<file path="config.mk">
export PLATFORM = sky130hd
export DESIGN_NAME = instQueue
export DESIGN_NICKNAME = d
export VERILOG_FILES = /design/src/common/memPkg.sv /design/src/common/instPkg.sv /design/src/verilog/instQueue.sv
export SDC_FILE = /design/constraint.sdc
export NUM_CORES = 1
export LEC_CHECK = 0
export BUFFER_PORTS_ARGS = -buffer_cell sky130_fd_sc_hd__buf_2
export CAP_MARGIN = 5
export CORE_MARGIN = 8
export CORE_UTILIZATION = 64
export CTS_BUF_LIST = sky130_fd_sc_hd__clkbuf_4 sky130_fd_sc_hd__clkbuf_8
export DETAILED_ROUTE_END_ITERATION = 10
export GPL_ROUTABILITY_DRIVEN = 0
export PLACE_DENSITY_LB_ADDON = 0.15
export SLEW_MARGIN = 10
export SYNTH_ARGS = -nofsm -noshare
export SYNTH_HDL_FRONTEND = slang
export SYNTH_SLANG_ARGS = --single-unit
</file>
<file path="constraint.sdc">
create_clock -name clk -period 8.5 [get_ports clk]
set_clock_uncertainty 0.2 [all_clocks]
set_input_delay 0.425 -clock clk [delete_from_list [all_inputs] [get_ports clk]]
set_output_delay 0.425 -clock clk [all_outputs]
set_load 0.01 [all_outputs]
</file>
<file path="src/common/memPkg.sv">
package memPkg;

    typedef logic [31:0] addrT;

    // bytes per transfer, only 1, 2 and 4 are legal
    typedef logic [2:0] lenT;

    // data port request, held until done
    typedef struct packed {
        logic        en;
        logic        store;
        lenT         len;
        addrT        addr;
        logic [31:0] wdata;
    } dataReqT;

    typedef struct packed {
        logic        done;
        logic [31:0] rdata;
    } dataRespT;

    typedef struct packed {
        logic en;
        addrT addr;
    } fetchReqT;

    typedef struct packed {
        logic        done;
        logic [31:0] word;
    } fetchRespT;

endpackage

</file>
<file path="src/common/instPkg.sv">
package instPkg;

    localparam logic [6:0] OP_LOAD  = 7'b0000011;
    localparam logic [6:0] OP_STORE = 7'b0100011;

    typedef struct packed {
        logic [11:0] imm;
        logic [4:0]  rs1;
        logic [2:0]  funct3;
        logic [4:0]  rd;
        logic [6:0]  opcode;
    } iFmtT;

    // store immediate is split around rs2 and rs1
    typedef struct packed {
        logic [6:0] immHi;
        logic [4:0] rs2;
        logic [4:0] rs1;
        logic [2:0] funct3;
        logic [4:0] immLo;
        logic [6:0] opcode;
    } sFmtT;

    typedef union packed {
        iFmtT i;
        sFmtT s;
    } instU;

    typedef enum logic [1:0] {
        CLASS_OTHER,
        CLASS_LOAD,
        CLASS_STORE
    } instClassT;

    // one queue slot
    typedef struct packed {
        memPkg::addrT pc;
        instU         word;
    } fetchEntryT;

    typedef struct packed {
        memPkg::addrT pc;
        instU         word;
        instClassT    instClass;
        logic [31:0]  imm;
    } decodedT;

endpackage

</file>
<file path="src/verilog/instQueue.sv">
`timescale 1ns/100ps

module instQueue #(
    parameter int QUEUE_DEPTH = 4
) (
    input  logic                clk,
    input  logic                rst,
    input  logic                push,
    input  instPkg::fetchEntryT pushEntry,
    input  logic                pop,
    output instPkg::fetchEntryT head,
    output logic                empty,
    output logic                full
);

    localparam int PTR_W = $clog2(QUEUE_DEPTH);

    instPkg::fetchEntryT entries [QUEUE_DEPTH];
    logic [PTR_W-1:0]    wrPtr;
    logic [PTR_W-1:0]    rdPtr;
    logic [PTR_W:0]      count;

    always_ff @(posedge clk) begin
        if (push) begin
            entries[wrPtr] <= pushEntry;
        end
    end

    // pointers wrap on their own since depth is a power of two
    always_ff @(posedge clk) begin
        if (rst) begin
            wrPtr <= '0;
            rdPtr <= '0;
            count <= '0;
        end else begin
            if (push) begin
                wrPtr <= wrPtr + PTR_W'(1);
            end
            if (pop) begin
                rdPtr <= rdPtr + PTR_W'(1);
            end
            count <= count + {{PTR_W{1'b0}}, push} - {{PTR_W{1'b0}}, pop};
        end
    end

    assign head  = entries[rdPtr];
    assign empty = (count == '0);
    assign full  = (count == (PTR_W + 1)'(QUEUE_DEPTH));

    assert property (@(posedge clk) disable iff (rst) pop |-> !empty);

endmodule

</file>
=== After elaboration in Yosys (flattened, before gate mapping) ===
Memories as Yosys holds them, arrays and structs flattened. A register that Yosys moved wholly into a read port is not among the register bits.
Cells that the tools add are included.

* Register bits: 7
* Bits in latches: 0
* RAM bits: 256
* Memory bits (read-only): 0
* Input bits: 68
* Output and inout bits: 66
* Word-level logic and storage cells: 14
* Memories: 1

* $add $sub $neg: 4
* $mul: 0
* Divide/modulo/power cells: 0
* $lt $le $gt $ge: 0
* Eq/ne operators: 1
* Shift operators: 0
* Muxes and demuxes: 4
* Bitwise operators: 0
* Reduce and logical (&&, ||, !) cells: 1

{| class="wikitable"
|+ Memory list
! name !! words !! width !! rd ports !! clocked after Yosys merged registers in !! write ports !! line !! text
|-
| entries || 4 || 64 || 1 || 1 || 1 || instQueue.sv:18 || <nowiki>instPkg::fetchEntryT entries [QUEUE_DEPTH];</nowiki>
|}

{| class="wikitable"
|+ Operators by type and width
! kind !! count
|-
| 2-bit by 1-bit adder with 2-bit output, second input constant || 2
|-
| 2-bit 2-to-1 mux || 2
|-
| 3-bit by 1-bit adder with 3-bit output || 1
|-
| 3-bit == test, second input constant || 1
|-
| 3-bit zero test || 1
|-
| 3-bit by 1-bit subtractor with 3-bit output || 1
|-
| 1-bit 2-to-1 mux || 2
|}

=== Depth between registers and ports, before layout ===
Gate-level depths: netlist of the first run.

* Depth in word-level cells: 3
* Mapped depth: 7
* Depth with buffers taken out: 7

=== Worst setup path after synthesis of the first run ===
No wires, ideal clock.

* Path kind: reg2reg
* Start point: register wrPtr[0]
* End point: memory entries[0][0] in the netlist's numbering, enable pin
* Setup time: 429 ps
* Arrival time: 2048 ps
* Data required time: 7871 ps
* Setup slack: 5824 ps
* Stages on the path, launching flop included: 4
* Buffers on the path: 0
* Period minus slack after synthesis: 2676 ps
* Path through: dfxtp_1 > inv_1 > ha_1 > and2_1

{| class="wikitable"
|+ RTL lines
! what !! line !! text
|-
| start: declaration || instQueue.sv:19 || <nowiki>logic [PTR_W-1:0] wrPtr;</nowiki>
|-
| start signal: assignment || instQueue.sv:37 || <nowiki>wrPtr <= wrPtr + PTR_W'(1);</nowiki>
|-
| end: declaration || instQueue.sv:18 ||
|}

No word-level cell before the write port.

==> results of run 1 <==
-- sequential cells by signal, indices dropped and copies added, names as in the netlist, named ones only --
name     cells
count        3
rdPtr        2
wrPtr        2
entries    256
-- worst max path at each step --
stage | from | endpoint | slack (ps) | cells after the start
finish | flop | head[63] | 5050 | 3
global route | flop | head[63] | 4810 | 3
CTS | flop | head[63] | 4920 | 3
detailed placement | flop | head[63] | 5480 | 3
global placement | flop | head[63] | 5480 | 3
floorplan | wrPtr[0]$_SDFFE_PP0P_ | entries[0][0]$_DFFE_PP_ | 5820 | 3
-- worst max-delay path, cell delays in order (launching register included) --
cell and delay [ps]:
dfxtp_4 700, buf_4 710, mux4_1 690, buf_2 170
-- area by class of cell --
| type | instances | area (um2) |
|---|---|---|
| Antenna cell | 1 | 2.50 |
| Sequential cell | 265 | 7880 |
| Tap cell | 188 | 235 |
| Timing Repair Buffer | 199 | 1320 |
| Clock buffer | 60 | 732 |
| Fill cell | 770 | 3090 |
| Clock inverter | 12 | 52.6 |
| Inverter | 6 | 22.5 |
| Multi-Input combinational cell | 91 | 1700 |
-- metal layers --
metal,vias to the layer above,global-route usage
li1,2067,-
met3,33,0.0564
met5,-,0
met4,0,0.0699
met1,2352,0.225
met2,158,0.311
-- kinds of logic after synthesis --
logic type / Yosys count / share of synthesized area
flip-flops: 265 / 0.807
multiplexers: 65 / 0.150
buffers and inverters: 20 / 0.0194
AND/OR/NAND/NOR: 14 / 0.00770
adder cells (fa/ha/maj): 7 / 0.00975
XOR/XNOR: 3 / 0.00424
AO/OA/AOI/OAI: 2 / 0.00154
-- synth_stat cells, drive strengths merged --
| master | n | area (um2) |
|---|---|---|
| a21bo | 1 | 10.0 |
| a21oi | 1 | 5.00 |
| and2 | 4 | 25.0 |
| and3 | 1 | 6.26 |
| buf | 13 | 161 |
| clkbuf | 1 | 5.00 |
| dfxtp | 9 | 180 |
| edfxtp | 256 | 7690 |
| fa | 1 | 20.0 |
| ha | 6 | 75.1 |
| inv | 6 | 22.5 |
| mux2i | 1 | 10.0 |
| mux4 | 64 | 1460 |
| nand3b | 1 | 7.51 |
| nor2 | 5 | 18.8 |
| nor2b | 2 | 12.5 |
| nor3 | 1 | 5.00 |
| xnor2 | 2 | 17.5 |
| xor3 | 1 | 23.8 |
-- metrics by stage --
step / hold slack [ps] / util / total power, mW / worst slack, ps
2_1_floorplan: 292 / - / 1.72 / 5820
3_3_place_gp: 302 / 0.699 / 1.81 / 5480
3_5_place_dp: 326 / 0.699 / 1.82 / 5480
4_1_cts: 34.6 / 0.795 / 2.83 / 4920
5_1_grt: 68.3 / 0.795 / 2.91 / 4810
6_report: 61.0 / 0.795 / 2.81 / 5050
-- power breakdown --
part           switching [mW]  internal (mW)
sequential             0.0325           1.50
clock                   0.442          0.550
combinational           0.136          0.145
-- repair_timing --
action                    in CTS  in global routing
gates resized for setup        0                  0
hold buffers                  65                  0
hold endpoints to repair     265                  0
==> flow_metrics.py, run 1 <==
metrics = {
    "worst_setup_path": {
        "cp.arrival_ps": 2820,
        "critPathLaunchType": "flop",
        "worstPathRequired_ps": 7880,
        "critPathKind": "flop to output pin",
        "crit-reg2reg-launch": "wrPtr[1]$_SDFFE_PP0P_",
        "r2r-end": "entries[1][23]$_DFFE_PP_",
        "crit_path_end_kind": "output pin",
        "cp_max_fo": 38,
        "reg2reg_slack_ps": 6510,
        "r2r_cells": 3,
    },
    "routing": {
        "drt-initial-drc-count": 270,
        "drcViolationCount": 0,
        "dr.max_layer_used": "met4",
        "wl_met2_um": 9080,
        "wl_met3_um": 1200,
        "drtPass1Iterations": 4,
        "ant_nets": 0,
        "route.detailed.wl_per_inst_um": 21.6,
        "routedLengthMet1_um": 7120,
        "drt_wl_total_um": 17800,
        "vias": 4610,
        "via_per_inst": 5.61,
    },
    "sta": {
        "hold_viol": 0,
        "slew-limit-headroom": 0.343,
        "maxSlewViolCount": 0,
        "finalCriticalPeriod_ps": 3450,
        "period_share": 0.405,
        "tns_ps": 0,
        "fmaxAchievable_mhz": 290,
        "grt_setup_unrepaired": "false",
        "worst_pin_slew_ps": 985,
        "finalSetupViolCount": 0,
    },
    "global_routing": {
        "grt_pass1_wl_um": 27800,
        "grt_use_total": 0.186,
        "grt_pass1_vias": 5159,
        "antenna_found_initial": 1,
        "overflow": 0,
        "grt_max_degree": 65,
    },
    "outcome": {
        "status": "complete, no violations",
    },
    "placement": {
        "dpl.cell_count": 684,
        "hpwl_um": 9850,
        "place_area_um2": 10500,
        "portBuffers": 133,
    },
    "cells_and_area": {
        "final_cells": 822,
        "drive_gt1_frac": 0.419,
        "nets": 679,
        "final_cell_mix": "edfxtp_1, buf_2, dlygate4sd3_1",
        "final_area_um2": 11900,
        "final_common_cell": "edfxtp_1",
        "syn_to_final_growth_pct": 22.5,
    },
    "synth": {
        "synth.distinct_cells": 22,
        "synthesis.nets": 451,
        "syn_avg_cell_area_um2": 25.9,
        "ys_ff_latch": 265,
        "ys_warn_count": 0,
        "netlist_area_um2": 9750,
        "syn-instance-count": 376,
        "synth_seq_area_share": 0.807,
    },
    "hold_path": {
        "worstHoldPathCells": 3,
        "hold_class": "input pin to flop",
        "hp-start": "pop",
    },
    "cts": {
        "numCtsBuffers": 41,
        "cts_setup_buffers": 0,
        "clk_latency_ps": 510,
        "clk_path_buf_depth": 3,
        "cts_tree": "done",
        "clock_sinks": 265,
        "path_clk_slew_ps": 60,
        "htreeDepth": 2,
        "cts_root_buf": "clkbuf_8",
    },
    "die": {
        "core_area_um2": 15000,
        "io_pins": 134,
        "initial_core_util": 0.649,
        "fp.dieH_um": 139,
        "die_area_um2": 19400,
        "rows": 45,
        "die_w_um": 139,
    },
    "run": {
        "drv_cap": 0,
    },
    "power_and_ir_drop": {
        "vdd_drop_max_uv": 191,
        "leakage_nw": 4.15,
        "power_density_nw_per_um2": 235,
    },
}
Note: power is estimated with default switching activity, not from simulation.
==> inputs of run 2 (changes only) <==
- ABC_AREA: not set -> 1
- CORE_UTILIZATION: 64 -> 54
- clock period: 8.5 -> 3.05 ns (I/O delays scaled with it)
==> run 2 against run 1 <==
Compared with the run above: sequential cell count is the same; via count up 39%; total power grew to 2.8 times the previous value; core utilization down 13 points; wire length up 11%; setup slack worse by 4400 ps; clock-buffer cell count up 1; sequential power grew to 2.7 times the previous value; register-to-register slack got worse by 5300 ps; global-route usage fell by 1.8 points; clock power grew to 2.8 times the previous value; critical path type unchanged; highest routed layer unchanged.
==> flow_metrics.py, run 2 <==
metrics = {
    "outcome": {
        "status": "complete, no violations",
    },
    "synth": {
        "async_flop_share": 0,
        "synth_seq_area_share": 0.754,
        "synth_top_area_cell": "edfxtp_1",
        "synth_common_cells": "edfxtp_1, inv_1, nand2_1",
        "syn-instance-count": 802,
        "synth.most_common_cell": "edfxtp_1",
        "synth_top_area_frac": 0.737,
        "ys_top_cells_by_area": "edfxtp_1, inv_1, nand2_1",
        "ys_warn_count": 0,
        "netlist_area_um2": 10400,
        "ys.flop_type": "edfxtp_1",
        "synth_edf_count": 256,
        "synthesis.nets": 877,
        "syn_avg_cell_area_um2": 13.0,
        "synth.distinct_cells": 17,
        "ys_ff_latch": 265,
    },
    "cells_and_area": {
        "syn_to_final_growth_pct": 23.0,
        "largest_register": "entries",
        "final_cell_mix": "edfxtp_1, inv_1, nand2_1",
        "drive_gt1_frac": 0.207,
        "largestRegisters": "entries (256), count (3)",
        "postLayoutCoreUtil": 0.668,
        "final_cells": 1312,
        "final_common_cell": "edfxtp_1",
        "largest_reg_flops": 256,
        "final_area_um2": 12800,
        "nets": 1089,
    },
    "worst_setup_path": {
        "cp_max_fo": 53,
        "critPathLaunchType": "flop",
        "worstPathRequired_ps": 2700,
        "critPathKind": "flop to output pin",
        "worstPathCellList": "buf_4 -> nand2_1 -> o211ai_1 -> nand2_1 -> buf_2",
        "cp.arrival_ps": 2020,
        "max_stage_delay_ps": 530,
        "r2r_cells": 5,
        "critPathSlowestCell": "dfxtp_4",
        "path_depth": 5,
        "cpLargestDelayFamily": "buffers and inverters",
        "crit_path_end_kind": "output pin",
        "path_buf_inv": 2,
        "cp_common_cell": "nand2_1",
    },
    "cts": {
        "numCtsBuffers": 41,
        "cts_root_buf": "clkbuf_8",
        "clk_path_buf_depth": 3,
        "clock_sinks": 265,
        "path_clk_slew_ps": 60,
        "cts_resized": 0,
        "cts_tree": "done",
        "clk_latency_ps": 510,
        "htreeDepth": 2,
    },
    "die": {
        "initial_core_util": 0.543,
        "io_pins": 134,
        "rows": 51,
        "die_area_um2": 24000,
        "core_area_um2": 19200,
        "fp.dieH_um": 155,
        "die_w_um": 155,
    },
    "power_and_ir_drop": {
        "power_density_nw_per_um2": 608,
        "vdd_drop_max_uv": 428,
        "leakage_nw": 5.08,
    },
    "routing": {
        "drt_wl_total_um": 19800,
        "via_per_inst": 4.87,
        "route.detailed.wl_per_inst_um": 15.1,
        "drt-initial-drc-count": 400,
        "drtPass1Iterations": 5,
        "drcViolationCount": 0,
        "vias": 6385,
        "ant_nets": 0,
    },
    "sta": {
        "worst_pin_slew_ps": 616,
        "tns_ps": 0,
        "fin_ws_ps": 673,
        "maxSlewViolCount": 0,
        "slew-limit-headroom": 0.589,
        "hold_viol": 0,
        "finalSetupViolCount": 0,
        "period_share": 0.779,
        "grt_setup_unrepaired": "false",
        "finalCriticalPeriod_ps": 2380,
        "fmaxAchievable_mhz": 421,
    },
    "run": {
        "drv_cap": 0,
    },
    "global_routing": {
        "grt_pass1_vias": 6339,
        "grt_use_total": 0.168,
        "grt_max_degree": 100,
        "overflow": 0,
        "grt_pass1_wl_um": 32000,
        "antenna_found_initial": 2,
    },
    "placement": {
        "place_area_um2": 11400,
        "dp_slack_ps": 1200,
        "portBuffers": 133,
        "dpl.cell_count": 1169,
        "hpwl_um": 11400,
    },
    "hold_path": {
        "worstHoldPathCells": 3,
        "hold_class": "input pin to flop",
    },
}
-- run 2: cell count changes in the layout (fill, tap and decap cells not counted), moves of 4 or more --
cell / change
a21oi_1: +69
mux4_2: -60
o21ai_0: +54
nand2_1: +136
inv_1: +134
inv_2: +4
and2_4: -4
o21ai_1: +14
buf_4: +4
mux4_1: -4
buf_12: +6
o211ai_1: +64
-- run 2: worst paths after layout --
check / slack (ps) / endpoint / from
worst max register to register: 1250 / entries[1][48]$_DFFE_PP_ / wrPtr[1]$_SDFFE_PP0P_
worst min register to register: 250 / flop / rdPtr[1]$_SDFFE_PP0P_
worst min-delay path: 180 / count[1]$_SDFF_PP0_ / rst
worst max-delay path: 670 / head[2] / flop
-- run 2: through the flow --
| stage | total power, mW | hold slack (ps) |
|---|---|---|
| global placement | 5.03 | 149 |
| CTS | 7.90 | 125 |
| floorplan | 4.72 | 23.7 |
| detailed placement | 5.05 | 150 |
| finish | 7.80 | 177 |
| global route | 8.16 | 160 |
-- run 2: layout make-up --
class | count | area, um2
Sequential cell | 265 | 7880
Fill cell | 1379 | 6370
Multi-Input combinational cell | 351 | 1800
Timing Repair Buffer | 211 | 1490
Clock buffer | 61 | 727
Inverter | 144 | 541
Tap cell | 265 | 332
Clock inverter | 13 | 60.1
Antenna cell | 2 | 5.00
-- run 2: timing repair --
item,in CTS,in global routing
endpoints found under the hold margin,273,0
buffers inserted,0,0
hold buffers,67,0
endpoints found under the setup margin,0,0
-- run 2: worst register-to-register path, cell delays in order, from the launching register on --
cell and delay [ps]:
dfxtp_1 330, inv_1 110, ha_1 150, nand2_1 60
inv_2 220, buf_12 370
-- run 2: cell families after synthesis --
group,share of synthesized area
compound gates,0.112
flops,0.754
simple gates,0.0513
fa+ha+maj,0.00911
buf+inv,0.0732
-- run 2: where the power goes --
| group | total, mW | switching (mW) | internal (mW) | leakage, nW |
|---|---|---|---|---|
| Combinational | 0.805 | 0.490 | 0.315 | 2.24 |
| Clock | 2.77 | 1.25 | 1.52 | 0.417 |
| Sequential | 4.22 | 0.0594 | 4.16 | 2.43 |
-- run 2: metal layers --
layer | part of all wire | global-route usage | routed length, um | vias to the layer above
met5 | 0 | 0 | 0 | -
li1 | - | - | - | 3214
met2 | 0.49 | 0.283 | 9700 | 160
met3 | 0.059 | 0.0433 | 1160 | 32
met1 | 0.43 | 0.206 | 8570 | 2979
met4 | 0.018 | 0.0607 | 355 | 0
==> inputs of run 3 (changes only) <==
- CORE_UTILIZATION: 54 -> 60
- clock period: 3.05 -> 2.4 ns (I/O delays scaled with it)
==> run 3 against run 2 <==
Compared with the run above: combinational power is 32% higher; first-iteration DRC count is 3.0% lower; clock-buffer cell count is 4 lower; sequential cell count stayed put.
==> flow_metrics.py, run 3 (synthesis results as in run 2) <==
metrics = {
    "routing": {
        "route.detailed.wl_per_inst_um": 16.1,
        "drt_wl_total_um": 20400,
        "vias": 6534,
        "via_per_inst": 5.16,
        "drt-initial-drc-count": 388,
        "routedLengthMet1_um": 8250,
        "dr.max_layer_used": "met4",
        "drtPass1Iterations": 5,
        "wl_met2_um": 10400,
        "ant_nets": 0,
        "drcViolationCount": 0,
        "wl_met3_um": 1350,
    },
    "worst_setup_path": {
        "critPathKind": "flop to output pin",
        "worstPathCellList": "buf_12 -> a21oi_1 -> o21ai_0 -> nand2_1 -> buf_2",
        "max_stage_delay_ps": 390,
        "worstPathRequired_ps": 2080,
        "critPathLaunchType": "flop",
        "reg2reg_slack_ps": 560,
        "critPathSlowestCell": "buf_12",
        "crit-reg2reg-launch": "count[0]$_SDFF_PP0_",
        "cp.arrival_ps": 1950,
        "crit_path_end_kind": "output pin",
        "r2r_cells": 7,
        "cp_max_fo": 139,
        "r2r-end": "count[2]$_SDFF_PP0_",
    },
    "cells_and_area": {
        "syn_to_final_growth_pct": 22.6,
        "largest_register": "entries",
        "nFillCells": 1099,
        "final_cell_mix": "edfxtp_1, inv_1, nand2_1",
        "final_common_cell": "edfxtp_1",
        "seq_area_um2": 7880,
        "largest_reg_flops": 256,
        "final_area_um2": 12800,
        "nets": 1090,
        "multi_input_area_um2": 1800,
        "drive_gt1_frac": 0.206,
        "final_cells": 1267,
        "largestRegisters": "entries (256), count (3)",
    },
    "sta": {
        "maxSlewViolCount": 0,
        "hold_viol": 0,
        "worst_pin_slew_ps": 560,
        "grt_setup_unrepaired": "false",
        "finalSetupViolCount": 0,
        "period_share": 0.945,
        "tns_ps": 0,
        "holdWs_ps": 121,
        "fmaxAchievable_mhz": 441,
        "slew-limit-headroom": 0.627,
        "finalCriticalPeriod_ps": 2270,
    },
    "cts": {
        "cts_root_buf": "clkbuf_8",
        "ctsHoldBuffers": 67,
        "numCtsBuffers": 41,
        "clock_sinks": 265,
        "clk_latency_ps": 530,
        "clk_path_buf_depth": 3,
        "cts_setup_buffers": 0,
        "cts_resized": 0,
        "htreeDepth": 2,
        "cts_tree": "done",
        "path_clk_slew_ps": 60,
    },
    "power_and_ir_drop": {
        "combPwrFrac": 0.108,
        "p_sw_mw": 2.31,
        "seqPwrFrac": 0.542,
        "vdd_drop_max_uv": 720,
        "p_sw_frac": 0.235,
        "clkPwrFrac": 0.350,
        "power_density_nw_per_um2": 771,
        "leakage_nw": 5.05,
        "p_int_mw": 7.55,
    },
    "global_routing": {
        "overflow": 0,
        "grt_pass1_wl_um": 31900,
        "grt_pass1_vias": 6527,
        "antenna_found_initial": 1,
        "grt_max_degree": 140,
        "grt_use_total": 0.184,
    },
    "die": {
        "fp.dieH_um": 148,
        "initial_core_util": 0.607,
        "die_area_um2": 21900,
        "core_area_um2": 17200,
        "rows": 48,
        "die_w_um": 148,
        "io_pins": 134,
    },
    "run": {
        "drv_cap": 0,
    },
    "outcome": {
        "status": "complete, no violations",
    },
    "placement": {
        "place_area_um2": 11400,
        "portBuffers": 133,
        "dpl.cell_count": 1130,
        "hpwl_um": 11800,
    },
    "hold_path": {
        "worstHoldPathCells": 3,
        "hold_class": "input pin to flop",
        "hp-start": "rst",
        "whs_endpoint": "count[1]$_SDFF_PP0_",
    },
}
## run 3: cell types whose count changed in the layout (fill, tap and decap cells not counted), sizes merged
cell / delta
clkinv: -1
inv: -3
clkinvlp: +3
buf: +1
clkbuf: -4
diode: -1
## run 3: metrics by stage
stage | util | power [mW] | setup slack, ps
5_1_grt | 0.744 | 10.3 | 13.4
4_1_cts | 0.744 | 9.93 | 153
2_1_floorplan | - | 6.00 | 19.3
3_5_place_dp | 0.662 | 6.43 | 576
3_3_place_gp | 0.662 | 6.38 | 684
6_report | 0.744 | 9.86 | 133
## run 3: how the worst max path moves through the flow
stage	startpoint	to	slack [ps]	cells past startpoint
2_1_floorplan	wrPtr[0]$_SDFFE_PP0P_	entries[3][0]$_DFFE_PP_	20	3
3_3_place_gp	count[0]$_SDFF_PP0_	count[2]$_SDFF_PP0_	680	7
4_1_cts	flop	head[43]	150	5
3_5_place_dp	count[0]$_SDFF_PP0_	count[2]$_SDFF_PP0_	580	7
5_1_grt	flop	head[43]	10	5
6_report	flop	head[43]	130	5
## run 3: final cells by class
cell class | count | area share
flip-flops and latches | 265 | 0.616
repair buffers | 212 | 0.119
clock buffers | 57 | 0.0540
well taps | 225 | 0.0220
diodes | 1 | 0.000196
inverters | 144 | 0.0432
clock inverters | 12 | 0.00450
multi-input cells | 351 | 0.141
## run 3: per-layer routing
| metal | global-route usage | up-vias |
|---|---|---|
| li1 | - | 3220 |
| met1 | 0.215 | 3077 |
| met2 | 0.321 | 205 |
| met3 | 0.0483 | 32 |
| met4 | 0.0653 | 0 |
| met5 | 0 | - |
## run 3: power groups by stage
stage	combinational, mW	clock, mW	sequential [mW]
2_1_floorplan	0.570	0	5.43
3_3_place_gp	0.947	0	5.43
3_5_place_dp	0.985	0	5.44
4_1_cts	1.08	3.51	5.35
5_1_grt	1.19	3.72	5.36
6_report	1.06	3.45	5.35
## run 3: critical path: cells and delay by family, from the launching register on
| kind | cells | cell delay [ps] |
|---|---|---|
| buffers and inverters | 2 | 550 |
| flip-flops | 1 | 370 |
| AO/OA/AOI/OAI | 2 | 280 |
| AND/OR/NAND/NOR | 1 | 120 |
